$ cat src/core_defs.svh
`ifndef CORE_DEFS_SVH
`define CORE_DEFS_SVH

// Data path and PC width
`define CORE_XLEN 32

// Bit counter over one execute phase
`define CORE_CNT_W 5

// Register index width
`define CORE_REG_W 5

`define CORE_RESET_PC 32'd0

`endif

$ cat src/core_pkg.sv
`default_nettype none

`include "core_defs.svh"

package core_pkg;

   typedef logic [`CORE_REG_W-1:0] reg_addr_t;

   // Major opcodes handled by the core
   typedef enum logic [6:0] {
      OPC_OP     = 7'b0110011,
      OPC_OP_IMM = 7'b0010011,
      OPC_LUI    = 7'b0110111
   } opcode_e;

   // Matches funct3[1:0] of XOR, OR and AND
   typedef enum logic [1:0] {
      BOOL_XOR = 2'b00,
      BOOL_OR  = 2'b10,
      BOOL_AND = 2'b11
   } bool_op_e;

   // Source of the rd bit stream
   typedef enum logic [1:0] {
      RD_ADD  = 2'b00,
      RD_BOOL = 2'b01,
      RD_IMM  = 2'b10
   } rd_sel_e;

endpackage

`default_nettype wire

$ cat src/core_if.sv
`default_nettype none

// Bit count strobes of the execute phase
interface cnt_if;

   logic cnt_en;
   logic cnt0;
   logic cnt2;
   logic cnt_done;

   modport master (
      output cnt_en,
      output cnt0,
      output cnt2,
      output cnt_done
   );

   modport sink (
      input cnt_en,
      input cnt0,
      input cnt2,
      input cnt_done
   );

endinterface


`default_nettype wire

$ cat src/core_ctrl.sv
`default_nettype none

`include "core_defs.svh"

module core_ctrl import core_pkg::*; (
   input  wire                   clk,
   input  wire                   i_rst_n,
   output logic [`CORE_XLEN-1:0] o_ibus_adr,
   cnt_if.sink                   cnt
);

   logic [`CORE_XLEN-1:0] pc;
   logic                  carry_in;
   logic                  carry_out;
   logic                  carry_q;
   logic                  pc_sum;

   // Fresh carry chain each instruction
   assign carry_in = cnt.cnt0 ? 1'b0 : carry_q;

   // Adding one at bit 2 steps the PC by four
   assign {carry_out, pc_sum} = {1'b0, pc[0]} + {1'b0, cnt.cnt2} + {1'b0, carry_in};

   always_ff @(posedge clk or negedge i_rst_n) begin
      if (!i_rst_n) begin
         pc <= `CORE_RESET_PC;
      end else if (cnt.cnt_en) begin
         // Full rotation over 32 cycles
         pc <= {pc_sum, pc[`CORE_XLEN-1:1]};
      end
   end

   always_ff @(posedge clk) begin
      if (cnt.cnt_en) begin
         carry_q <= carry_out;
      end
   end

   assign o_ibus_adr = pc;

endmodule

`default_nettype wire

$ cat src/flat_wrapper.sv
// flat-port wrapper written by rule: the top's interface ports become plain ports
module core_ctrl_flat import core_pkg::*;
  (clk, i_rst_n, o_ibus_adr, cnt_cnt_en, cnt_cnt0, cnt_cnt2, cnt_cnt_done);
  cnt_if cnt_i ();
  input  wire clk;
  input  wire i_rst_n;
  output logic [`CORE_XLEN-1:0] o_ibus_adr;
  input wire logic [$bits(cnt_i.cnt_en)-1:0] cnt_cnt_en;
  input wire logic [$bits(cnt_i.cnt0)-1:0] cnt_cnt0;
  input wire logic [$bits(cnt_i.cnt2)-1:0] cnt_cnt2;
  input wire logic [$bits(cnt_i.cnt_done)-1:0] cnt_cnt_done;
  assign cnt_i.cnt_en = cnt_cnt_en;
  assign cnt_i.cnt0 = cnt_cnt0;
  assign cnt_i.cnt2 = cnt_cnt2;
  assign cnt_i.cnt_done = cnt_cnt_done;
  core_ctrl u_core (.clk(clk), .i_rst_n(i_rst_n), .o_ibus_adr(o_ibus_adr), .cnt(cnt_i));
endmodule
$ cat config.mk
export PLATFORM = sky130hd
export DESIGN_NAME = core_ctrl_flat
export DESIGN_NICKNAME = d
export VERILOG_FILES = /design/src/core_pkg.sv /design/src/core_if.sv /design/src/core_ctrl.sv /design/src/flat_wrapper.sv
export VERILOG_INCLUDE_DIRS = /design/src /design/src/src
export SDC_FILE = /design/constraint.sdc
export NUM_CORES = 1
export LEC_CHECK = 0
export BUFFER_PORTS_ARGS = -buffer_cell sky130_fd_sc_hd__clkbuf_2
export CORE_UTILIZATION = 45
export DETAILED_ROUTE_END_ITERATION = 6
export GPL_TIMING_DRIVEN = 0
export PLACE_DENSITY = 0.7
export SLEW_MARGIN = 20
export SYNTH_ARGS = -nofsm -noshare
export SYNTH_HDL_FRONTEND = slang
export SYNTH_SLANG_ARGS = --single-unit
$ cat constraint.sdc
create_clock -name clk -period 3.4 [get_ports clk]
set_clock_uncertainty 0.2 [all_clocks]
set_input_delay 0.17 -clock clk [delete_from_list [all_inputs] [get_ports clk]]
set_output_delay 0.17 -clock clk [all_outputs]
set_load 0.02 [all_outputs]
==> results of run 1 <==
## routing by layer
metal,vias up,share of wire [%]
met5,-,0
met4,0,0.98
met3,4,6.3
met2,27,43
met1,363,49
li1,338,-
## worst reg2reg max path, stage by stage (launching register included)
cell      delay [ps]
edfxtp_1         370
nor2b_1          150
fa_1             420
mux2_2           270
## worst paths after layout
path / depth (start not counted) / end / startpoint
max in group asynchronous: 2 / u_core.o_ibus_adr[15] / i_rst_n
min reg2reg: 1 / u_core.o_ibus_adr[29] / u_core.o_ibus_adr[30]
min: 3 / u_core.carry_q / cnt_cnt0
max: 4 / u_core.o_ibus_adr[31] / cnt_cnt2
min in group asynchronous: 2 / u_core.o_ibus_adr[25] / i_rst_n
max reg2reg: 3 / u_core.o_ibus_adr[31] / u_core.carry_q
## per-stage QoR
stage | cell area [sq um] | hold WS [ps] | util, % | worst slack, ps | instances
2_1_floorplan | 1400 | -326 | - | 1900 | 71
3_3_place_gp | 1620 | 72.9 | 56.8 | 1930 | 138
3_5_place_dp | 1620 | 82.7 | 56.8 | 1920 | 138
4_1_cts | 1740 | 115 | 60.8 | 1890 | 149
5_1_grt | 1740 | 116 | 60.8 | 1840 | 149
6_report | 1740 | 130 | 60.8 | 1880 | 149
## power breakdown
| group | leakage [nW] | internal [mW] | switching, mW |
|---|---|---|---|
| logic | 0.465 | 0.323 | 0.311 |
| clock network | 0.0455 | 0.176 | 0.132 |
| registers | 0.408 | 0.551 | 0.130 |
## layout make-up
type,count,area (sq um)
clock buffer,7,55.1
timing repair buffer,39,210
sequential,33,831
fill,228,1120
multi-input combinational,34,499
buffer,4,71.3
clock inverter,1,30.0
tap,31,38.8
## cell families (layout without fill, tap and decap cells)
family,after synthesis,after routing
buf+inv,4,51
mux,32,32
fa+ha+maj,1,1
simple gates,1,1
flops,33,33
## layout by cell type (no fill, tap or decap)
master	Yosys	final
mux2_2	2	2
bufinv_16	0	1
buf_12	3	3
dfrtp_1	32	32
fa_1	1	1
clkbuf_2	0	36
clkbuf_4	0	5
buf_6	1	1
dlygate4sd3_1	0	3
mux2_4	30	30
clkbuf_8	0	1
nor2b_1	1	1
edfxtp_1	1	1
clkbuf_1	0	1
## sequential cells by signal, summed over array words and instances (netlist names)
signal and flops:
u_core.carry_q 1, u_core.o_ibus_adr 32
==> impl_metrics.ini, run 1 <==
[grt]
grtUsageMet1_pct = 19.8
antenna_found_initial = 0
grt_busiest_layer = met2
grt_start_max_net_pins = 33
grt_pass1_wl_um = 3540
met2_usage_pct = 20.7
use_met3_pct = 6.92
grt_usage_pct = 14.8
grt_pass1_vias = 722
grt.overflow.total = 0

[worst_setup_path]
cp_max_fo = 1
crit_chain = dlygate4sd3_1, clkbuf_2, fa_1, mux2_2
cpLargestDelayFamily = buffers and inverters
slowest_delay_ps = 530
rrSetupSlack_ps = 1890
worst-setup-path-type = primary input to flop
startpoint_type = primary input
arrival_ps = 1530
required_ps = 3420
cp_num_buf_inv = 2
slowest_stage = dlygate4sd3_1
critPathCaptureType = flop

[logic_synthesis]
yosysMostFrequentCell = dfrtp_1
synth_top_family_by_area = multiplexers
ys_ff_latch = 33
synthSimpleGateAreaFrac_pct = 0.446
synthTopCellsByArea = dfrtp_1 (57%), mux2_4 (32%), buf_12 (4.3%)
synth_edf_count = 1
synth_compound_area_share_pct = 0
synth_area_sq_um = 1400
ys_types = 8
synth_top_flop_cell = dfrtp_1
avgSynthCellArea_sq_um = 19.7
yosys.area_share.adder_pct = 1.43
ys_top_cells_by_count = dfrtp_1 (32), mux2_4 (30), buf_12 (3), mux2_2 (2)
yosysTopAreaCellShare_pct = 57.1
synthMuxAreaShare_pct = 33.8
synth_nets = 78
synthCells = 71
ys_warn_count = 0
synth-xor-area-share_pct = 0
synth_top_area_cell = dfrtp_1
ys_seq_area_share_pct = 59.3
async_flop_share_pct = 97.0

[power_and_ir_drop]
leakagePower_nw = 0.918
total_power_mw = 1.62
ir_drop_uv = 550
power_density_nw_per_um2 = 935

[sta]
relSlewSlack_pct = 48.7
rsz0062_at_grt = no
fmax_mhz = 658
slew_violations = 0
tightestPinTransition_ps = 769
final.min_clock_period_ps = 1520
setup_tns_ps = 0
post-route-period-util_pct = 44.7
finalSetupViolations = 0
hold_viol_final = 0

[clock_network]
htreeDepth = 2
ctsLongestPathBuffers = 2
path_clk_slew_ps = 90
cts_resized = 0
numCtsBuffers = 5
cts_hold_buf = 3
clock_latency_ps = 330
cts_sinks = 33
cts_tree = built
cts_setup_buffers = 0
cts_root_buf = clkbuf_4

[cells_and_area]
layout-drive-gt1-share_pct = 66.9
antenna_cells = 0
area_growth_pct = 23.8
layout.nets = 124

[routing]
wire_per_inst_um = 14.4
vias = 732
wl_um = 2140
ant_nets = 0
route.detailed.drc = 2
avgViaCountPerCell = 4.91
drt_first_pass_iters = 5
drt_first_iter_violations = 7

[die]
die_h_um = 57.8
row_count = 19
die_x_um = 57.8
coreArea_sq_um = 2850
boundaryPins = 38
initial_utilization_pct = 49.1
die_area_sq_um = 3340

[place]
hpwl_um = 1410
port_buffers = 36
place_congestion = 0.633

[flow_run]
cap_violations = 0

[min_path]
hold_path.class = primary input to flop

[run_status]
outcome = finished, violations left
violations = design-rule violations
No activity file was read; power rests on OpenSTA's default activity.
==> run 2, diff against run 1 <==
==> constraint.sdc (replaced) <==
create_clock -name clk -period 1.5 [get_ports clk]
set_clock_uncertainty 0.2 [all_clocks]
set_input_delay 0.075 -clock clk [delete_from_list [all_inputs] [get_ports clk]]
set_output_delay 0.075 -clock clk [all_outputs]
set_load 0.02 [all_outputs]
==> run 2 against run 1 <==
  * The run ends with design-rule violations, negative setup slack left
  * Total power is 130% higher
  * Register-to-register slack worse by 1900 ps
  * Global-route usage unchanged
  * Non-clock buffer count increased by 1
  * Count of clock-buffer cells in the layout stayed put
==> impl_metrics.ini, run 2 (same netlist as run 1, synthesis figures left out) <==
[routing]
wl_um = 2170
ant_nets = 0
avgViaCountPerCell = 4.92
wire_per_inst_um = 14.5
drt_first_iter_violations = 6
drt_first_pass_iters = 5
route.detailed.drc = 2
vias = 738

[worst_setup_path]
arrival_ps = 1530
required_ps = 1510
critPathCaptureType = flop
crit_chain = nor2b_4, fa_1, mux2_4
slowest_stage = fa_1
worst-setup-path-type = flop to flop
slowest_delay_ps = 440
cp_max_fo = 1
startpoint_type = flop

[die]
die_area_sq_um = 3340
coreArea_sq_um = 2850
row_count = 19
die_x_um = 57.8
initial_utilization_pct = 49.1
die_h_um = 57.8
boundaryPins = 38

[clock_network]
cts_sinks = 33
clock_latency_ps = 330
path_clk_slew_ps = 100
htreeDepth = 2
ctsLongestPathBuffers = 2
cts_root_buf = clkbuf_4
cts_setup_buffers = 0
numCtsBuffers = 5
cts_tree = built

[grt]
use_met3_pct = 6.92
grt_usage_pct = 14.8
grt_pass1_vias = 719
grtUsageMet1_pct = 19.6
grt.overflow.total = 0
grt_pass1_wl_um = 3530
antenna_found_initial = 0
grt_start_max_net_pins = 33
grt_busiest_layer = met2
met2_usage_pct = 20.9

[sta]
finalSetupViolations = 1
setup_tns_ps = -13.6
rsz0062_at_grt = yes
post-route-period-util_pct = 101
setup_slack_ps = -13.6
final.min_clock_period_ps = 1510
relSlewSlack_pct = 48.6
slew_violations = 0
hold_viol_final = 0
tightestPinTransition_ps = 771
fmax_mhz = 661

[power_and_ir_drop]
clock_power_share_pct = 18.9
seqPwrFrac_pct = 41.9
leakagePower_nw = 0.930
p_int_mw = 2.39
power_density_nw_per_um2 = 2100
p_sw_mw = 1.30
total_power_mw = 3.68
switching_share_pct = 35.2
combPwrFrac_pct = 39.2
ir_drop_uv = 1250

[cells_and_area]
antenna_cells = 0
area_growth_pct = 25.4
largest_reg_flops = 32
mostFrequentLayoutCell = clkbuf_2
layout-drive-gt1-share_pct = 67.2
layout.nets = 125
final_cell_area_sq_um = 1760
layout_common_cells = clkbuf_2 (36), dfrtp_1 (32), mux2_4 (31)

[run_status]
outcome = finished, violations left
violations = design-rule violations, negative setup slack

[place]
dpl-instance-area_sq_um = 1620
hpwl_um = 1410
place_congestion = 0.633
post-place-ws_ps = 19.8
port_buffers = 36

[min_path]
hold_path.class = primary input to async pin

[flow_run]
cap_violations = 0
run 2: metrics by stage:
stage / util, % / std cells / hold slack (ps)
finish: 61.6 / 150 / 143
global route: 61.6 / 150 / 192
CTS: 61.4 / 150 / 162
detailed placement: 56.8 / 138 / -12.3
global placement: 56.8 / 138 / -22.1
floorplan: - / 71 / -421
run 2: worst max-delay path: cells and delay by family (launching register included):
family	cells	cell delay [ps]
flip-flops	1	370
AND/OR/NAND/NOR	1	130
adder cells (fa/ha/maj)	1	440
multiplexers	1	270
run 2: power by group through the flow:
stage / registers [mW] / logic [mW] / clock network, mW
after global routing: 1.60 / 1.54 / 0.758
after detailed placement: 1.57 / 1.44 / 0
after floorplan: 1.95 / 0.575 / 0
final: 1.54 / 1.45 / 0.694
after CTS: 1.55 / 1.46 / 0.713
after global placement: 1.54 / 1.43 / 0
run 2: final timing paths:
path / slack, ps / endpoint / startpoint / cells past startpoint
max: -10 / u_core.o_ibus_adr[31] / u_core.carry_q / 3
min: 140 / u_core.o_ibus_adr[25] / i_rst_n / 2
max reg2reg: -10 / u_core.o_ibus_adr[31] / u_core.carry_q / 3
min reg2reg: 330 / u_core.o_ibus_adr[29] / u_core.o_ibus_adr[30] / 1
max in group asynchronous: 470 / u_core.o_ibus_adr[21] / i_rst_n / 2
min in group clk: 330 / u_core.o_ibus_adr[29] / u_core.o_ibus_adr[30] / 1
run 2: routing by layer:
layer | wire length [um] | share of wire, %
met5 | 0 | 0
met4 | 21 | 0.97
met3 | 137 | 6.3
met2 | 967 | 45
met1 | 1040 | 48
run 2: layout make-up:
class / instances / area, sq um
buffer: 4 / 71.3
multi-input combinational: 34 / 510
sequential: 33 / 831
clock inverter: 1 / 30.0
fill: 229 / 1100
timing repair buffer: 40 / 220
clock buffer: 7 / 55.1
tap: 31 / 38.8
run 2: timing repair:
action | in CTS | in global routing
endpoints found under the setup margin | 1 | 1
hold endpoints to repair | 36 | 0
gates resized for setup | 2 | 1
hold buffers | 4 | 0
