--- src/core_defs.svh ---
`ifndef CORE_DEFS_SVH
`define CORE_DEFS_SVH

// Data path and PC width
`define CORE_XLEN 32

// Bit counter over one execute phase
`define CORE_CNT_W 5

// Register index width
`define CORE_REG_W 5

`define CORE_RESET_PC 32'd0

`endif

--- src/core_pkg.sv ---
`default_nettype none

`include "core_defs.svh"

package core_pkg;

   typedef logic [`CORE_REG_W-1:0] reg_addr_t;

   // Major opcodes handled by the core
   typedef enum logic [6:0] {
      OPC_OP     = 7'b0110011,
      OPC_OP_IMM = 7'b0010011,
      OPC_LUI    = 7'b0110111
   } opcode_e;

   // Matches funct3[1:0] of XOR, OR and AND
   typedef enum logic [1:0] {
      BOOL_XOR = 2'b00,
      BOOL_OR  = 2'b10,
      BOOL_AND = 2'b11
   } bool_op_e;

   // Source of the rd bit stream
   typedef enum logic [1:0] {
      RD_ADD  = 2'b00,
      RD_BOOL = 2'b01,
      RD_IMM  = 2'b10
   } rd_sel_e;

endpackage

`default_nettype wire

--- src/core_if.sv ---
`default_nettype none

// Bit count strobes of the execute phase
interface cnt_if;

   logic cnt_en;
   logic cnt0;
   logic cnt2;
   logic cnt_done;

   modport master (
      output cnt_en,
      output cnt0,
      output cnt2,
      output cnt_done
   );

   modport sink (
      input cnt_en,
      input cnt0,
      input cnt2,
      input cnt_done
   );

endinterface


`default_nettype wire

--- src/core_state.sv ---
`default_nettype none

`include "core_defs.svh"

module core_state import core_pkg::*; (
   input  wire            clk,
   input  wire            i_rst_n,
   input  wire            i_ibus_ack,
   input  wire            i_rf_ready,
   input  wire            i_rd_write,
   input  wire reg_addr_t i_rd_addr,
   output logic           o_ibus_cyc,
   output logic           o_rf_rreq,
   output logic           o_wen0,
   cnt_if.master          cnt
);

   typedef enum logic [2:0] {
      S_IDLE,
      S_FETCH,
      S_REQ,
      S_WAIT,
      S_EXEC
   } state_e;

   state_e                 state;
   state_e                 state_nxt;
   logic [`CORE_CNT_W-1:0] cnt_q;

   always_comb begin
      state_nxt = state;
      case (state)
         S_IDLE: state_nxt = S_FETCH;
         S_FETCH: begin
            if (i_ibus_ack) begin
               state_nxt = S_REQ;
            end
         end
         // Ready may already arrive with the request
         S_REQ: state_nxt = i_rf_ready ? S_EXEC : S_WAIT;
         S_WAIT: begin
            if (i_rf_ready) begin
               state_nxt = S_EXEC;
            end
         end
         S_EXEC: begin
            if (cnt.cnt_done) begin
               state_nxt = S_FETCH;
            end
         end
         default: state_nxt = S_IDLE;
      endcase
   end

   always_ff @(posedge clk or negedge i_rst_n) begin
      if (!i_rst_n) begin
         state <= S_IDLE;
         cnt_q <= '0;
      end else begin
         state <= state_nxt;
         if (cnt.cnt_en) begin
            cnt_q <= cnt_q + `CORE_CNT_W'd1;
         end
      end
   end

   assign o_ibus_cyc   = (state == S_FETCH);
   assign o_rf_rreq    = (state == S_REQ);
   assign cnt.cnt_en   = (state == S_EXEC);
   assign cnt.cnt0     = cnt.cnt_en & (cnt_q == '0);
   assign cnt.cnt2     = cnt.cnt_en & (cnt_q == `CORE_CNT_W'd2);
   assign cnt.cnt_done = cnt.cnt_en & (cnt_q == '1);

   // No write to x0
   assign o_wen0 = cnt.cnt_en & i_rd_write & (|i_rd_addr);

   // Counter must have wrapped back to bit 0 between instructions
   a_exec_starts_at_bit0 : assert property (@(posedge clk) disable iff (!i_rst_n)
      $rose(cnt.cnt_en) |-> cnt.cnt0);

   a_fetch_after_done : assert property (@(posedge clk) disable iff (!i_rst_n)
      cnt.cnt_done |=> o_ibus_cyc);

endmodule

`default_nettype wire

--- src/flat_wrapper.sv ---
// flat-port wrapper written by rule: the top's interface ports become plain ports
module core_state_flat import core_pkg::*;
  (clk, i_rst_n, i_ibus_ack, i_rf_ready, i_rd_write, i_rd_addr, o_ibus_cyc, o_rf_rreq, o_wen0, cnt_cnt_en, cnt_cnt0, cnt_cnt2, cnt_cnt_done);
  cnt_if cnt_i ();
  input  wire clk;
  input  wire i_rst_n;
  input  wire i_ibus_ack;
  input  wire i_rf_ready;
  input  wire i_rd_write;
  input  wire reg_addr_t i_rd_addr;
  output logic o_ibus_cyc;
  output logic o_rf_rreq;
  output logic o_wen0;
  output wire logic [$bits(cnt_i.cnt_en)-1:0] cnt_cnt_en;
  output wire logic [$bits(cnt_i.cnt0)-1:0] cnt_cnt0;
  output wire logic [$bits(cnt_i.cnt2)-1:0] cnt_cnt2;
  output wire logic [$bits(cnt_i.cnt_done)-1:0] cnt_cnt_done;
  assign cnt_cnt_en = cnt_i.cnt_en;
  assign cnt_cnt0 = cnt_i.cnt0;
  assign cnt_cnt2 = cnt_i.cnt2;
  assign cnt_cnt_done = cnt_i.cnt_done;
  core_state u_core (.clk(clk), .i_rst_n(i_rst_n), .i_ibus_ack(i_ibus_ack), .i_rf_ready(i_rf_ready), .i_rd_write(i_rd_write), .i_rd_addr(i_rd_addr), .o_ibus_cyc(o_ibus_cyc), .o_rf_rreq(o_rf_rreq), .o_wen0(o_wen0), .cnt(cnt_i));
endmodule
--- config.mk ---
export PLATFORM = sky130hd
export DESIGN_NAME = core_state_flat
export DESIGN_NICKNAME = d
export VERILOG_FILES = /design/src/core_pkg.sv /design/src/core_if.sv /design/src/core_state.sv /design/src/flat_wrapper.sv
export VERILOG_INCLUDE_DIRS = /design/src /design/src/src
export SDC_FILE = /design/constraint.sdc
export NUM_CORES = 1
export LEC_CHECK = 0
export ABC_AREA = 1
export BUFFER_PORTS_ARGS = -buffer_cell sky130_fd_sc_hd__buf_2
export CAP_MARGIN = 15
export CORE_MARGIN = 1.5
export CORE_UTILIZATION = 35
export CTS_CLUSTER_DIAMETER = 40
export DETAILED_ROUTE_END_ITERATION = 8
export PLACE_DENSITY = 0.68
export SYNTH_ARGS = -nofsm -noshare
export SYNTH_HDL_FRONTEND = slang
export SYNTH_SLANG_ARGS = --single-unit
--- constraint.sdc ---
create_clock -name clk -period 1.6 [get_ports clk]
set_input_delay 0.16 -clock clk [delete_from_list [all_inputs] [get_ports clk]]
set_output_delay 0.16 -clock clk [all_outputs]
set_load 0.01 [all_outputs]
==> impl_results.html <==
<table>
<tr><th>Metric</th><th>Value</th></tr>
<tr><th colspan="2">Run status</th></tr>
<tr><td>Status</td><td>completed</td></tr>
<tr><th colspan="2">Timing</th></tr>
<tr><td>Final WS setup</td><td>0.0678 ns</td></tr>
<tr><td>Final setup violation count</td><td>0</td></tr>
<tr><td>Final Critical Period</td><td>1.53 ns</td></tr>
<tr><td>Slew at the pin closest to its max-slew limit</td><td>0.197 ns</td></tr>
<tr><td>Relative slew slack</td><td>0.869</td></tr>
<tr><td>Number of hold-slack violations in the final timing report</td><td>0</td></tr>
<tr><td>Crit share post-route</td><td>0.958</td></tr>
<tr><td>Upper clock frequency limit</td><td>0.653 GHz</td></tr>
<tr><td>Sum of negative setup slack</td><td>0 ns</td></tr>
<tr><td>RSZ-0062 raised after global routing</td><td>true</td></tr>
<tr><td>Number of max-slew violations in the final report</td><td>0</td></tr>
<tr><td>Final worst clock skew</td><td>0.00163 ns</td></tr>
<tr><th colspan="2">Die</th></tr>
<tr><td>I/O pin count</td><td>17</td></tr>
<tr><td>Starting utilization of the core area</td><td>0.381</td></tr>
<tr><td>Placeable Area</td><td>1330 um^2</td></tr>
<tr><td>Number of rows created at floorplan</td><td>13</td></tr>
<tr><td>Vertical die dimension</td><td>41.1 um</td></tr>
<tr><td>Die width</td><td>41.1 um</td></tr>
<tr><td>Die area</td><td>1690 um^2</td></tr>
<tr><th colspan="2">Yosys</th></tr>
<tr><td>Synth area leader</td><td>sky130_fd_sc_hd__dfrtp_1</td></tr>
<tr><td>Combinational family with the most area after synthesis</td><td>simple AND/OR/NAND/NOR gates</td></tr>
<tr><td>Share of the synthesized area in the top cell type</td><td>0.394</td></tr>
<tr><td>Net count of the mapped netlist</td><td>84</td></tr>
<tr><td>Synth Area in Compound Gates</td><td>0.0394</td></tr>
<tr><td>Synth cell types</td><td>13</td></tr>
<tr><td>Cell count after synthesis</td><td>70</td></tr>
<tr><td>Yosys warning count</td><td>0</td></tr>
<tr><td>Cell area after synthesis</td><td>508 um^2</td></tr>
<tr><td>Ranking of synthesized cells by area</td><td>sky130_fd_sc_hd__dfrtp_1 (39%), sky130_fd_sc_hd__ha_1 (9.9%), sky130_fd_sc_hd__inv_1 (9.6%)</td></tr>
<tr><td>Mapped Avg Cell Area</td><td>7.26 um^2</td></tr>
<tr><td>XOR/XNOR share of the synthesized area</td><td>0.0517</td></tr>
<tr><td>Mux contribution to synthesized area</td><td>0</td></tr>
<tr><td>Flip-flop and latch count after synthesis</td><td>8</td></tr>
<tr><td>Proportion of synthesized chip area in sequential cells</td><td>0.394</td></tr>
<tr><td>Arithmetic-cell share of the synthesized area counting full adders, half adders and majority gates</td><td>0.0985</td></tr>
<tr><td>Area share of and/or/nand/nor cells after synthesis</td><td>0.313</td></tr>
<tr><th colspan="2">Route</th></tr>
<tr><td>Count of unresolved DRC violations after routing</td><td>0</td></tr>
<tr><td>First-pass detailed-route iteration total</td><td>4</td></tr>
<tr><td>Post-detailed-route via-to-cell ratio</td><td>4.58</td></tr>
<tr><td>Post-detailed-route count of antenna-violating nets</td><td>0</td></tr>
<tr><td>First DRT Iteration DRCs</td><td>9</td></tr>
<tr><td>Drt total wl</td><td>921 um</td></tr>
<tr><td>Overall via count from detail_route</td><td>486</td></tr>
<tr><td>Post-DR wirelength/cell</td><td>8.69 um</td></tr>
<tr><th colspan="2">Global routing</th></tr>
<tr><td>Largest net degree at the start of global routing</td><td>9</td></tr>
<tr><td>Wire length of the first global-routing pass</td><td>1370 um</td></tr>
<tr><td>Number of antenna violations at the first check in global routing</td><td>0</td></tr>
<tr><td>All-Layer GR Usage</td><td>0.133</td></tr>
<tr><td>Number of global-route vias before repair</td><td>378</td></tr>
<tr><td>Overflow left after global routing</td><td>0</td></tr>
<tr><th colspan="2">Clocking</th></tr>
<tr><td>Insertion delay of the later-clocked pin in the worst-skew pair</td><td>0.25 ns</td></tr>
<tr><td>CTS Buf Count</td><td>3</td></tr>
<tr><td>Clock slew at the register clock pins of the worst setup and hold paths</td><td>0.05 ns</td></tr>
<tr><td>Clock Path Buffers</td><td>2</td></tr>
<tr><td>Library cell used as clock root buffer</td><td>sky130_fd_sc_hd__clkbuf_4</td></tr>
<tr><td>TritonCTS sink count</td><td>8</td></tr>
<tr><td>Clock tree from TritonCTS</td><td>built</td></tr>
<tr><td>H-tree levels</td><td>1</td></tr>
<tr><th colspan="2">Critical path</th></tr>
<tr><td>Largest fanout on the critical path</td><td>3</td></tr>
<tr><td>CP endpoint kind</td><td>output pin</td></tr>
<tr><td>Critical path cell sequence</td><td>ha_1 &gt; inv_1 &gt; nor3_2 &gt; ha_2 &gt; inv_1 &gt; nor2_1 &gt; buf_2</td></tr>
<tr><td>CP peak stage delay</td><td>0.36 ns</td></tr>
<tr><td>Category of the worst setup path launch point</td><td>flop</td></tr>
<tr><td>Required time of the critical path</td><td>1.44 ns</td></tr>
<tr><td>Critical Path Most Common Cell</td><td>sky130_fd_sc_hd__inv_1</td></tr>
<tr><td>Cell with the largest stage delay on the worst path</td><td>sky130_fd_sc_hd__dfrtp_1</td></tr>
<tr><td>Crit path kind</td><td>flop to output pin</td></tr>
<tr><td>Endpoint arrival time on the critical path</td><td>1.37 ns</td></tr>
<tr><th colspan="2">Finish</th></tr>
<tr><td>Most frequent standard cell in the layout excluding fill and tap cells</td><td>sky130_fd_sc_hd__buf_2</td></tr>
<tr><td>Highest-count cells in the layout ignoring fill and taps</td><td>sky130_fd_sc_hd__buf_2 (16), sky130_fd_sc_hd__inv_1 (13), sky130_fd_sc_hd__nand2_1 (13), sky130_fd_sc_hd__nor2_1 (10)</td></tr>
<tr><td>Number of nets in the finished design</td><td>107</td></tr>
<tr><td>Final core utilization</td><td>0.491</td></tr>
<tr><td>Final cell count without fillers</td><td>106</td></tr>
<tr><td>Ratio of cells with drive above 1 in the final layout</td><td>0.275</td></tr>
<tr><td>Synth-to-Final Area Change</td><td>28.8%</td></tr>
<tr><td>Fill cell count</td><td>138</td></tr>
<tr><td>Number of antenna cells inserted</td><td>0</td></tr>
<tr><th colspan="2">Power</th></tr>
<tr><td>Power density normalized to cell area</td><td>1450 nW/um^2</td></tr>
<tr><td>Worst IR drop on VDD</td><td>0.549 mV</td></tr>
<tr><td>Leakage power summed over all cells</td><td>0.386 nW</td></tr>
<tr><th colspan="2">Placement</th></tr>
<tr><td>Gpl congestion</td><td>0.747</td></tr>
<tr><td>Port Buffer Count</td><td>16</td></tr>
<tr><td>HPWL after DPL</td><td>721 um</td></tr>
<tr><td>Instance count after placement with tap cells included</td><td>101</td></tr>
<tr><td>Worst Setup Slack post-DPL</td><td>0.180 ns</td></tr>
<tr><th colspan="2">Flow run</th></tr>
<tr><td>Number of maximum-capacitance constraint violations</td><td>0</td></tr>
<tr><th colspan="2">Min path</th></tr>
<tr><td>Worst min-delay path class</td><td>input pin to flop</td></tr>
</table>
[cell families (layout without fill, tap and decap cells)]
family                     count (synthesis)  in the layout
xor gates and xnor gates                   3              3
and+or+nand+nor                           37             37
buffers and inverters                     14             35
adders and majority gates                  4              4
AOI/OAI and AO/OA                          4              4
DFF                                        8              8
[area by class of cell]
cell class,instances,area [um^2],share of cell area
clock buffer,3,22.5,0.0344
inverter,14,52.6,0.0803
multi-input combinational,48,263,0.402
sequential,8,200,0.306
tap,15,18.8,0.0287
timing repair buffer,18,97.6,0.149
[flip-flops by register name (all words and copies together), names as in the netlist]
register,count
u_core.state,3
u_core.cnt_q,5
[timing repair]
item,CTS,global route
hold buffers,1,0
setup buffers,1,0
setup endpoints to repair,1,1
endpoints found under the hold margin,8,0
pin swaps,0,0
resized for setup,0,2
gates cloned,0,0
[worst paths after layout]
path,cells after the start,end,slack (ns),start
max reg2reg,10,u_core.state[1],0.20,u_core.cnt_q[0]
min reg2reg,1,u_core.cnt_q[3],0.47,u_core.cnt_q[3]
max in group asynchronous,2,u_core.cnt_q[4],1.16,i_rst_n
max,7,cnt_cnt_done,0.07,u_core.cnt_q[0]
min in group asynchronous,2,u_core.cnt_q[1],0.27,i_rst_n
min,3,u_core.state[2],0.21,i_rf_ready
[metal layers]
layer / global-route usage / routed length (um) / up-vias
met5: 0 / 0 / -
met1: 0.148 / 425 / 205
met3: 0.0326 / 62 / 2
li1: - / - / 259
met4: 0.121 / 25 / 0
met2: 0.207 / 408 / 20
[Yosys cell counts]
cell type	count
sky130_fd_sc_hd__a21oi_1	1
sky130_fd_sc_hd__dfrtp_1	8
sky130_fd_sc_hd__ha_1	4
sky130_fd_sc_hd__inv_1	13
sky130_fd_sc_hd__inv_2	1
sky130_fd_sc_hd__nand2_1	13
sky130_fd_sc_hd__nand2_2	1
sky130_fd_sc_hd__nand3_1	8
sky130_fd_sc_hd__nor2_1	10
sky130_fd_sc_hd__nor2_2	1
sky130_fd_sc_hd__nor3_1	4
sky130_fd_sc_hd__o21ai_0	3
sky130_fd_sc_hd__xor2_1	3
[worst max-delay path, delay by kind of cell, from the launching register on]
| kind | cells | cell delay (ns) |
|---|---|---|
| adder cells (fa/ha/maj) | 2 | 0.33 |
| AND/OR/NAND/NOR | 2 | 0.20 |
| flip-flops | 1 | 0.36 |
| buffers and inverters | 3 | 0.23 |
[power by group]
group | internal (W) | switching, W | total (W)
Combinational | 0.000178 | 0.000271 | 0.000449
Clock | 0.0000857 | 0.0000663 | 0.000152
Sequential | 0.000274 | 0.0000728 | 0.000347
[per-stage QoR]
step | area (um^2) | power, W | hold WS, ns
2_1_floorplan | 508 | 0.000663 | -0.136
3_3_place_gp | 607 | 0.000776 | 0.0143
3_5_place_dp | 607 | 0.000786 | 0.0160
4_1_cts | 647 | 0.000960 | 0.202
5_1_grt | 654 | 0.00104 | 0.237
6_report | 654 | 0.000948 | 0.207
Power figures use the tool's default switching activity.
