--- config.mk ---
export PLATFORM = sky130hd
export DESIGN_NAME = core_immdec_flat
export DESIGN_NICKNAME = d
export VERILOG_FILES = /design/src/core_pkg.sv /design/src/core_if.sv /design/src/core_immdec.sv /design/src/flat_wrapper.sv
export VERILOG_INCLUDE_DIRS = /design/src /design/src/src
export SDC_FILE = /design/constraint.sdc
export NUM_CORES = 1
export LEC_CHECK = 0
export ABC_CLOCK_PERIOD_IN_PS = 2200
export BUFFER_PORTS_ARGS = -buffer_cell sky130_fd_sc_hd__buf_2
export CAP_MARGIN = 30
export CORE_ASPECT_RATIO = 0.9
export CORE_MARGIN = 3
export CORE_UTILIZATION = 30
export CTS_CLUSTER_DIAMETER = 120
export CTS_CLUSTER_SIZE = 10
export DETAILED_ROUTE_END_ITERATION = 16
export GPL_TIMING_DRIVEN = 0
export SLEW_MARGIN = 20
export SYNTH_ARGS = -nofsm -noshare
export SYNTH_HDL_FRONTEND = slang
export SYNTH_SLANG_ARGS = --single-unit
--- constraint.sdc ---
create_clock -name clk -period 2.2 [get_ports clk]
set_input_delay 0.11 -clock clk [delete_from_list [all_inputs] [get_ports clk]]
set_output_delay 0.11 -clock clk [all_outputs]
set_load 0.01 [all_outputs]
--- src/core_defs.svh ---
`ifndef CORE_DEFS_SVH
`define CORE_DEFS_SVH

// Data path and PC width
`define CORE_XLEN 32

// Bit counter over one execute phase
`define CORE_CNT_W 5

// Register index width
`define CORE_REG_W 5

`define CORE_RESET_PC 32'd0

`endif

--- src/core_pkg.sv ---
`default_nettype none

`include "core_defs.svh"

package core_pkg;

   typedef logic [`CORE_REG_W-1:0] reg_addr_t;

   // Major opcodes handled by the core
   typedef enum logic [6:0] {
      OPC_OP     = 7'b0110011,
      OPC_OP_IMM = 7'b0010011,
      OPC_LUI    = 7'b0110111
   } opcode_e;

   // Matches funct3[1:0] of XOR, OR and AND
   typedef enum logic [1:0] {
      BOOL_XOR = 2'b00,
      BOOL_OR  = 2'b10,
      BOOL_AND = 2'b11
   } bool_op_e;

   // Source of the rd bit stream
   typedef enum logic [1:0] {
      RD_ADD  = 2'b00,
      RD_BOOL = 2'b01,
      RD_IMM  = 2'b10
   } rd_sel_e;

endpackage

`default_nettype wire

--- src/core_if.sv ---
`default_nettype none

// Bit count strobes of the execute phase
interface cnt_if;

   logic cnt_en;
   logic cnt0;
   logic cnt2;
   logic cnt_done;

   modport master (
      output cnt_en,
      output cnt0,
      output cnt2,
      output cnt_done
   );

   modport sink (
      input cnt_en,
      input cnt0,
      input cnt2,
      input cnt_done
   );

endinterface


`default_nettype wire

--- src/core_immdec.sv ---
`default_nettype none

`include "core_defs.svh"

module core_immdec import core_pkg::*; (
   input  wire                  clk,
   input  wire                  i_ibus_ack,
   input  wire [`CORE_XLEN-1:0] i_instr,
   output reg_addr_t            o_rs1_addr,
   output reg_addr_t            o_rs2_addr,
   output reg_addr_t            o_rd_addr,
   output logic                 o_imm,
   cnt_if.sink                  cnt
);

   logic [`CORE_XLEN-1:0] imm_sr;
   logic                  is_lui;

   assign is_lui = (i_instr[6:0] == OPC_LUI);

   always_ff @(posedge clk) begin
      if (i_ibus_ack) begin
         o_rd_addr  <= i_instr[11:7];
         o_rs1_addr <= i_instr[19:15];
         o_rs2_addr <= i_instr[24:20];
         // U immediate has its low twelve bits clear
         if (is_lui) begin
            imm_sr <= {i_instr[31:12], 12'd0};
         end else begin
            imm_sr <= {{20{i_instr[31]}}, i_instr[31:20]};
         end
      end else if (cnt.cnt_en) begin
         // LSB first
         imm_sr <= {1'b0, imm_sr[`CORE_XLEN-1:1]};
      end
   end

   assign o_imm = imm_sr[0];

endmodule

`default_nettype wire

--- src/flat_wrapper.sv ---
// flat-port wrapper written by rule: the top's interface ports become plain ports
module core_immdec_flat import core_pkg::*;
  (clk, i_ibus_ack, i_instr, o_rs1_addr, o_rs2_addr, o_rd_addr, o_imm, cnt_cnt_en, cnt_cnt0, cnt_cnt2, cnt_cnt_done);
  cnt_if cnt_i ();
  input  wire clk;
  input  wire i_ibus_ack;
  input  wire [`CORE_XLEN-1:0] i_instr;
  output reg_addr_t o_rs1_addr;
  output reg_addr_t o_rs2_addr;
  output reg_addr_t o_rd_addr;
  output logic o_imm;
  input wire logic [$bits(cnt_i.cnt_en)-1:0] cnt_cnt_en;
  input wire logic [$bits(cnt_i.cnt0)-1:0] cnt_cnt0;
  input wire logic [$bits(cnt_i.cnt2)-1:0] cnt_cnt2;
  input wire logic [$bits(cnt_i.cnt_done)-1:0] cnt_cnt_done;
  assign cnt_i.cnt_en = cnt_cnt_en;
  assign cnt_i.cnt0 = cnt_cnt0;
  assign cnt_i.cnt2 = cnt_cnt2;
  assign cnt_i.cnt_done = cnt_cnt_done;
  core_immdec u_core (.clk(clk), .i_ibus_ack(i_ibus_ack), .i_instr(i_instr), .o_rs1_addr(o_rs1_addr), .o_rs2_addr(o_rs2_addr), .o_rd_addr(o_rd_addr), .o_imm(o_imm), .cnt(cnt_i));
endmodule
==> flow_summary.yaml, run 1 <==
routing:
  wl_per_cell_um: 13.7
  drc: 0
  drt_iter0_markers: 101
  vias_per_cell: 4.47
  wl_um: 4180
  ant_nets: 0
  dr.pass1.iters: 4
  vias: 1363
worst_hold_path:
  hold_path_class: "input port to flip-flop"
placed_design:
  place.gp.congestion: 0.737
  hpwl_um: 2840
  place_area_mm2: 0.00239
  port_buffers: 50
critical_path:
  cp_slowest_cell: "or2_2"
  endpoint: "u_core.imm_sr[6]"
  cp-startpoint: "i_ibus_ack"
  critPathArrivalTime_ns: 1.92
  path_buf_inv: 3
  crit_cells: 4
  r2r_end: "u_core.imm_sr[26]"
  rrSetupSlack_ns: 1.37
  reg2reg_depth: 2
  cp.required_ns: 2.13
  worst_path_most_repeated_cell: "clkbuf_1"
  worst-path-max-fanout: 32
  crit_family: "buffers and inverters"
  cpPeakStageDelay_ns: 0.72
  startpoint_type: "input port"
  end_kind: "flip-flop"
  timing.rr.start: "u_core.imm_sr[27]"
  critical_path_class: "input port to flip-flop"
  path_cells: "buf_2, clkbuf_1, clkbuf_1, or2_2"
timing:
  fin_crit_sh_pct: 90.4
  finalHoldViolations: 0
  slew_viol_final: 0
  rsz0062_at_grt: "false"
  clock_skew_ns: 0.00831
  worst_pin_slew_ns: 0.767
  fmax_mhz: 503
  min_period_ns: 1.99
  relSlewSlack_pct: 48.9
  setup_viol: 0
final_layout:
  num-nets-final: 255
  antenna_cells: 0
  fillers: 609
  drive_above_1_share_pct: 33.9
  area_delta_synth_final_pct: 28.9
  final_area_mm2: 0.00262
  final_core_util_pct: 41.4
synthesis:
  yosys.area_share.simple_pct: 7.90
  synthAdderAreaFrac_pct: 0
  yosys_warnings: 0
  synth-seq-area-share_pct: 69.6
  synth_area_mm2: 0.00203
  synth_top_family_by_area: "compound AO/OA/AOI/OAI gates"
  synthXorXnorAreaFrac_pct: 0
  ys_types: 20
  synth_area_per_cell_um2: 13.9
  synth_compound_area_share_pct: 14.6
  syn-num-nets: 184
  ys_ff_latch: 47
  synthCells: 146
  synthMuxAreaShare_pct: 0
pwr:
  p_leak_nw: 1.09
  power_switching_mw: 0.443
  sequentialPowerShare_pct: 59.6
  combPwrFrac_pct: 12.0
  p_sw_share_pct: 23.9
  p_int_mw: 1.41
  power_density_mw_per_mm2: 709
  ir_worst_vdd_mv: 0.400
  clockPowerShare_pct: 28.4
  power.total_mw: 1.85
die:
  pin_count: 54
  core_region_area_mm2: 0.00632
  initial_core_util_pct: 32.1
  placementRows: 27
  die_area_mm2: 0.00778
  dieWidth_um: 92.7
  die-height_um: 84.0
global_route:
  track_usage_pct: 11.1
  grt_pass1_vias: 1324
  grt_pass1_wl_um: 6710
  grt_antenna_before_repair: 0
  grt_overflow: 0
  grt_max_degree: 33
clock_tree:
  numCtsBuffers: 5
  cts_sinks: 47
  clkLatencyLatePin_ns: 0.30
  cts.repair.resized: 0
  clock_path_buffers: 2
  cts_root_buf: "clkbuf_8"
  tritoncts: "built"
  clk_pin_slew_ns: 0.09
  h-tree-depth: 2
flow_run:
  timing.max_cap.violations: 0
outcome:
  status: "finished, final reports clean"
-- metrics by stage --
| step | setup WS [ns] | hold WS [ns] | setup TNS [ns] | cells |
|---|---|---|---|---|
| after CTS | 0.152 | 0.0189 | 0 | 305 |
| after floorplan | 0.761 | 0.209 | 0 | 146 |
| final | 0.210 | 0.0304 | 0 | 305 |
| after global placement | -0.120 | 0.287 | -3.79 | 283 |
| after detailed placement | -0.151 | 0.290 | -4.77 | 283 |
| after global routing | 0.0240 | 0.00671 | 0 | 305 |
-- per-layer routing --
layer / wire length, µm / part of all wire, % / vias to the layer above / track usage, %
met2: 1940 / 46 / 40 / 16.2
met4: 44 / 1.1 / 0 / 3.60
met5: 0 / 0 / - / 0
met1: 1970 / 47 / 642 / 15.8
li1: - / - / 677 / -
met3: 229 / 5.5 / 4 / 3.25
-- sequential cells by signal (all words and copies together), names as in the netlist --
| register | flops |
|---|---|
| u_core.o_rd_addr | 5 |
| u_core.o_rs1_addr | 5 |
| u_core.imm_sr | 32 |
| u_core.o_rs2_addr | 5 |
-- repair_timing --
item                      CTS  global route
hold endpoints to repair   14             0
hold buffers               14             0
setup buffers               0             0
-- power by group through the flow --
stage | Sequential [mW] | Clock (mW) | Combinational, mW
2_1_floorplan | 1.14 | 0 | 0.102
3_3_place_gp | 1.12 | 0 | 0.203
3_5_place_dp | 1.13 | 0 | 0.205
4_1_cts | 1.11 | 0.543 | 0.226
5_1_grt | 1.11 | 0.580 | 0.249
6_report | 1.10 | 0.526 | 0.222
-- how the worst min path moves through the flow --
stage                 from                    to  slack [ns]  depth (start not counted)
2_1_floorplan   i_instr[7]   u_core.o_rd_addr[0]        0.21                          0
3_3_place_gp   i_instr[11]   u_core.o_rd_addr[4]        0.29                          1
3_5_place_dp   i_instr[10]   u_core.o_rd_addr[3]        0.29                          1
4_1_cts        i_instr[21]  u_core.o_rs2_addr[1]        0.02                          1
5_1_grt        i_instr[21]  u_core.o_rs2_addr[1]       0.007                          1
6_report       i_instr[21]  u_core.o_rs2_addr[1]        0.03                          1
-- final cells by class --
type	instances	area (µm²)	area share, %
Timing Repair Buffer	64	390	14.9
Inverter	25	93.8	3.59
Multi-Input combinational cell	63	455	17.4
Clock buffer	5	68.8	2.63
Clock inverter	3	18.8	0.718
Buffer	11	67.6	2.58
Sequential cell	47	1410	54.0
Tap cell	87	109	4.16
-- worst reg2reg max path, delay by kind of cell (launching register included) --
family	cells	cell delay, ns
and+or+nand+nor	1	0.09
DFF	1	0.38
AOI/OAI and AO/OA	1	0.09
-- kinds of logic after synthesis --
logic type | Yosys count
and+or+nand+nor | 31
DFF | 47
buffers and inverters | 36
AOI/OAI and AO/OA | 32
-- layout by cell type (no fill, tap or decap) --
master / count
buf_1: 1
edfxtp_1: 47
nand4b_4: 1
o21ai_0: 1
or2_2: 1
buf_6: 1
or3_1: 1
clkbuf_1: 6
nand2b_1: 6
clkinv_2: 2
dlygate4sd3_1: 14
and2_1: 1
nand2_1: 20
buf_2: 52
clkbuf_8: 5
o22ai_1: 11
inv_6: 1
inv_1: 25
buf_12: 1
o211ai_2: 6
o31ai_1: 1
o221ai_2: 4
nor3_1: 1
o221ai_1: 9
-- cell usage after synthesis --
library cell	instances	area (µm²)
and2_1	1	6.26
buf_1	1	3.75
buf_12	1	20.0
buf_2	2	10.0
buf_6	1	11.3
clkbuf_1	6	22.5
edfxtp_1	47	1410
inv_1	25	93.8
nand2_1	20	75.1
nand2b_1	6	37.5
nand4b_4	1	23.8
nor3_1	1	5.00
o211ai_2	6	75.1
o21ai_0	1	5.00
o221ai_1	9	78.8
o221ai_2	4	60.1
o22ai_1	11	68.8
o31ai_1	1	7.51
or2_2	1	6.26
or3_1	1	6.26
No activity file was read; power rests on OpenSTA's default activity.
==> inputs of run 2 (changes only) <==
- CORE_UTILIZATION: 30 -> 55
- PLACE_DENSITY: default -> 0.83
- SKIP_LAST_GASP: default -> 1
==> run 2 against run 1 <==
Compared with the run above:
- global-route usage increased by 9.1 points
- wire length grew 1.2%
- first-iteration DRC count is 72% higher
- clock skew decreased by 0.0026 ns
- sequential power about the same
- register-to-register slack barely moved
- design area is essentially flat
- sequential share of layout area is essentially flat
- cell count decreased by 14%
- combinational power increased by 2%
- clock power is 40% higher
- critical path depth unchanged
- critical path type unchanged
==> flow_summary.yaml, run 2 (synthesis gave the netlist of run 1 again) <==
die:
  dieWidth_um: 70.0
  core_region_area_mm2: 0.00345
  placementRows: 20
  die-height_um: 63.6
  initial_core_util_pct: 58.7
  pin_count: 54
  die_area_mm2: 0.00445
routing:
  vias_per_cell: 5.39
  drc: 0
  drt_iter0_markers: 174
  wl_um: 4230
  wl_per_cell_um: 16.1
  ant_nets: 0
  dr.pass1.iters: 4
  vias: 1418
final_layout:
  num-nets-final: 256
  regMostFlops: "u_core.imm_sr"
  antenna_cells: 0
  drive_above_1_share_pct: 33.3
  largest_register_ffs: 32
  final_cell_mix: "52 x buf_2, 47 x edfxtp_1, 25 x inv_1, 20 x nand2_1, 15 x dlygate4sd3_1"
  layout_commonest_cell: "buf_2"
  area_delta_synth_final_pct: 29.0
  layout.cells.non_filler: 263
placed_design:
  dp.cells: 240
  place.gp.congestion: 0.858
  hpwl_um: 2740
  port_buffers: 50
critical_path:
  worst_path_most_repeated_cell: "clkbuf_1"
  critPathArrivalTime_ns: 1.82
  cp_slowest_cell: "or2_2"
  r2r_end: "u_core.imm_sr[13]"
  cpPeakStageDelay_ns: 0.70
  cp.required_ns: 2.13
  end_kind: "flip-flop"
  endpoint: "u_core.imm_sr[11]"
  path_cells: "buf_2, clkbuf_1, clkbuf_1, or2_2"
  reg2reg_depth: 2
  cp-startpoint: "i_ibus_ack"
  startpoint_type: "input port"
  worst-path-max-fanout: 32
  timing.rr.start: "u_core.imm_sr[14]"
  crit_cells: 4
  rrSetupSlack_ns: 1.36
  critical_path_class: "input port to flip-flop"
  path_buf_inv: 3
  crit_family: "buffers and inverters"
pwr:
  p_leak_nw: 1.11
  power_density_mw_per_mm2: 791
  ir_worst_vdd_mv: 0.706
outcome:
  status: "finished, final reports clean"
global_route:
  track_usage_pct: 20.2
  grt_overflow: 0
  grt_pass1_wl_um: 6890
  grt_antenna_before_repair: 0
  grt_pass1_vias: 1424
  grt_max_degree: 33
timing:
  min_period_ns: 1.89
  slew_viol_final: 0
  fmax_mhz: 530
  clock_skew_ns: 0.00571
  setup_viol: 0
  worst_pin_slew_ns: 0.749
  fin_crit_sh_pct: 85.7
  relSlewSlack_pct: 50.1
  finalHoldViolations: 0
  rsz0062_at_grt: "false"
  whs_ns: 0.137
clock_tree:
  clk_pin_slew_ns: 0.08
  post-cts-setup-buffers: 0
  tritoncts: "built"
  cts_sinks: 47
  cts_root_buf: "clkbuf_8"
  clkLatencyLatePin_ns: 0.30
  h-tree-depth: 2
  numCtsBuffers: 5
  clock_path_buffers: 2
worst_hold_path:
  hold_path_class: "input port to flip-flop"
  min_delay_path_depth: 2
flow_run:
  timing.max_cap.violations: 0
## run 2: final cells by class
| class | instances | area [µm²] |
|---|---|---|
| fill | 227 | 837 |
| clock buffer | 6 | 72.6 |
| sequential | 47 | 1410 |
| buffer | 11 | 67.6 |
| clock inverter | 2 | 60.1 |
| inverter | 25 | 93.8 |
| multi-input combinational | 63 | 455 |
| timing repair buffer | 65 | 400 |
| tap | 44 | 55.1 |
## run 2: how the worst min path moves through the flow
stage                           endpoint        start  slack [ns]
finish                 u_core.imm_sr[31]  i_instr[31]        0.14
floorplan            u_core.o_rd_addr[0]   i_instr[7]        0.21
global placement     u_core.o_rd_addr[0]   i_instr[7]        0.29
global route           u_core.imm_sr[31]  i_instr[31]        0.14
detailed placement   u_core.o_rd_addr[4]  i_instr[11]        0.29
CTS                 u_core.o_rs1_addr[0]  i_instr[15]      0.0005
## run 2: report_power, final
group	leakage [nW]	switching (mW)	total, mW	internal [mW]
clock	0.0654	0.282	0.736	0.454
sequential	0.481	0.0220	1.11	1.08
combinational	0.560	0.124	0.226	0.103
total	1.11	0.428	2.07	1.64
## run 2: what timing repair did
| action | 4_1_cts | 5_1_grt |
|---|---|---|
| endpoints found under the setup margin | 0 | 0 |
| endpoints found under the hold margin | 10 | 5 |
| resized for setup | 0 | 0 |
| hold buffers | 10 | 5 |
## run 2: per-stage QoR
stage          TNS [ns]  total power, mW  cell area (µm²)  utilization, %  worst slack (ns)
2_1_floorplan         0             1.24             2030               -             0.761
3_3_place_gp          0             1.32             2330            67.6            0.0439
3_5_place_dp     -0.944             1.33             2330            67.6           -0.0302
4_1_cts               0             2.07             2570            74.3             0.291
5_1_grt               0             2.15             2620            75.8             0.106
6_report              0             2.07             2620            75.8             0.315
## run 2: per-layer routing
metal  share of wire (%)  track usage (%)
met4                0.99             4.07
met2                  51             34.2
met5                   0                0
met1                  42             25.3
met3                 6.0             6.86
==> inputs of run 3 (changes only) <==
- MAX_ROUTING_LAYER: default -> met4
==> run 3 against run 2 <==
Compared with the run above:
- first-iteration DRC count decreased by 9.2%
- design area unchanged
- count of clock-buffer cells in the layout unchanged
- sequential share of layout area unchanged
- critical endpoint unchanged
- largest power group unchanged
==> flow_summary.yaml, run 3 (synthesis gave the netlist of run 1 again) <==
global_route:
  grt_overflow: 0
  grt_pass1_wl_um: 6890
  grt_pass1_vias: 1421
  track_usage_pct: 20.8
  grt_max_degree: 33
  grt_antenna_before_repair: 0
critical_path:
  startpoint_type: "input port"
  cp_slowest_cell: "or2_2"
  end_kind: "flip-flop"
  critPathArrivalTime_ns: 1.83
  worst_path_most_repeated_cell: "clkbuf_1"
  cp.required_ns: 2.13
  r2r_end: "u_core.imm_sr[13]"
  worst-path-max-fanout: 32
  reg2reg_depth: 2
  path_cells: "buf_2, clkbuf_1, clkbuf_1, or2_2"
  critical_path_class: "input port to flip-flop"
  rrSetupSlack_ns: 1.36
  cpPeakStageDelay_ns: 0.71
  timing.rr.start: "u_core.imm_sr[14]"
timing:
  relSlewSlack_pct: 49.2
  slew_viol_final: 0
  rsz0062_at_grt: "false"
  worst_pin_slew_ns: 0.762
  clock_skew_ns: 0.00582
  finalHoldViolations: 0
  fin_crit_sh_pct: 86.3
  min_period_ns: 1.90
  whs_ns: 0.135
  setup_viol: 0
  fmax_mhz: 526
routing:
  wl_per_cell_um: 16.0
  ant_nets: 0
  drt_iter0_markers: 158
  wl_um: 4220
  vias_per_cell: 5.38
  dr.pass1.iters: 4
  vias: 1414
  drc: 0
final_layout:
  regMostFlops: "u_core.imm_sr"
  area_delta_synth_final_pct: 29.0
  layout.cells.non_filler: 263
  final_area_mm2: 0.00262
  regArea_mm2: 0.00141
  layout_commonest_cell: "buf_2"
  largest_register_ffs: 32
  drive_above_1_share_pct: 33.3
  multiInputGateArea_um2: 455
  final_cell_mix: "52 x buf_2, 47 x edfxtp_1, 25 x inv_1, 20 x nand2_1, 15 x dlygate4sd3_1"
  antenna_cells: 0
  fillers: 227
  num-nets-final: 256
  final_core_util_pct: 75.8
die:
  core_region_area_mm2: 0.00345
  pin_count: 54
  dieWidth_um: 70.0
  placementRows: 20
  die-height_um: 63.6
  die_area_mm2: 0.00445
  initial_core_util_pct: 58.7
clock_tree:
  cts_root_buf: "clkbuf_8"
  h-tree-depth: 2
  numCtsBuffers: 5
  clk_pin_slew_ns: 0.08
  tritoncts: "built"
  cts_sinks: 47
  clkLatencyLatePin_ns: 0.30
  clock_path_buffers: 2
  post-cts-setup-buffers: 0
pwr:
  ir_worst_vdd_mv: 0.707
  p_leak_nw: 1.11
  power.total_mw: 2.07
  power_density_mw_per_mm2: 791
worst_hold_path:
  min_delay_path_depth: 2
  hold_path_class: "input port to flip-flop"
  holdCritStartpoint: "i_instr[31]"
  holdPathEnd: "u_core.imm_sr[31]"
placed_design:
  dp.cells: 240
  place.gp.congestion: 0.872
  place_area_mm2: 0.00233
  hpwl_um: 2740
  port_buffers: 50
flow_run:
  timing.max_cap.violations: 0
outcome:
  status: "finished, final reports clean"
[run 3: cell counts in the layout (fill, tap and decap cells not counted)]
No cell type changed its count.
[run 3: what timing repair did]
action / CTS / global route
setup endpoints to repair: 0 / 0
gates resized for setup: 0 / 0
hold buffers: 10 / 5
hold endpoints to repair: 10 / 5
[run 3: how the worst max path moves through the flow]
stage | start | to | slack, ns | cells after the start
after floorplan | i_ibus_ack | u_core.imm_sr[0] | 0.76 | 3
after global placement | i_ibus_ack | u_core.imm_sr[27] | 0.04 | 4
after detailed placement | i_ibus_ack | u_core.imm_sr[8] | -0.03 | 4
after CTS | i_ibus_ack | u_core.imm_sr[8] | 0.29 | 4
after global routing | i_ibus_ack | u_core.imm_sr[28] | 0.10 | 4
final | i_ibus_ack | u_core.imm_sr[11] | 0.30 | 4
[run 3: critical path, delay by kind of cell]
kind / cells / cell delay (ns)
AND/OR/NAND/NOR: 1 / 0.71
buffers and inverters: 3 / 0.99
[run 3: report_power, final]
part,internal [mW],switching [mW]
Combinational,0.103,0.123
Sequential,1.08,0.0219
Clock,0.454,0.282
Total,1.64,0.427
[run 3: final cells by class]
| class | instances | share of cell area [%] |
|---|---|---|
| Buffer | 11 | 2.58 |
| Inverter | 25 | 3.59 |
| Multi-Input combinational cell | 63 | 17.4 |
| Sequential cell | 47 | 53.9 |
| Clock inverter | 2 | 2.30 |
| Timing Repair Buffer | 65 | 15.3 |
| Tap cell | 44 | 2.10 |
| Clock buffer | 6 | 2.77 |
[run 3: metrics by stage]
stage | setup WS, ns | setup TNS, ns
final | 0.300 | 0
after detailed placement | -0.0302 | -0.944
after global routing | 0.101 | 0
after floorplan | 0.761 | 0
after global placement | 0.0439 | 0
after CTS | 0.291 | 0
[run 3: per-layer routing]
layer / global-route usage, % / share of wire [%] / vias to the layer above
li1: - / - / 680
met1: 25.6 / 40 / 662
met2: 34.1 / 52 / 66
met3: 6.70 / 7.1 / 6
met4: 4.07 / 1.0 / 0
met5: - / 0 / -
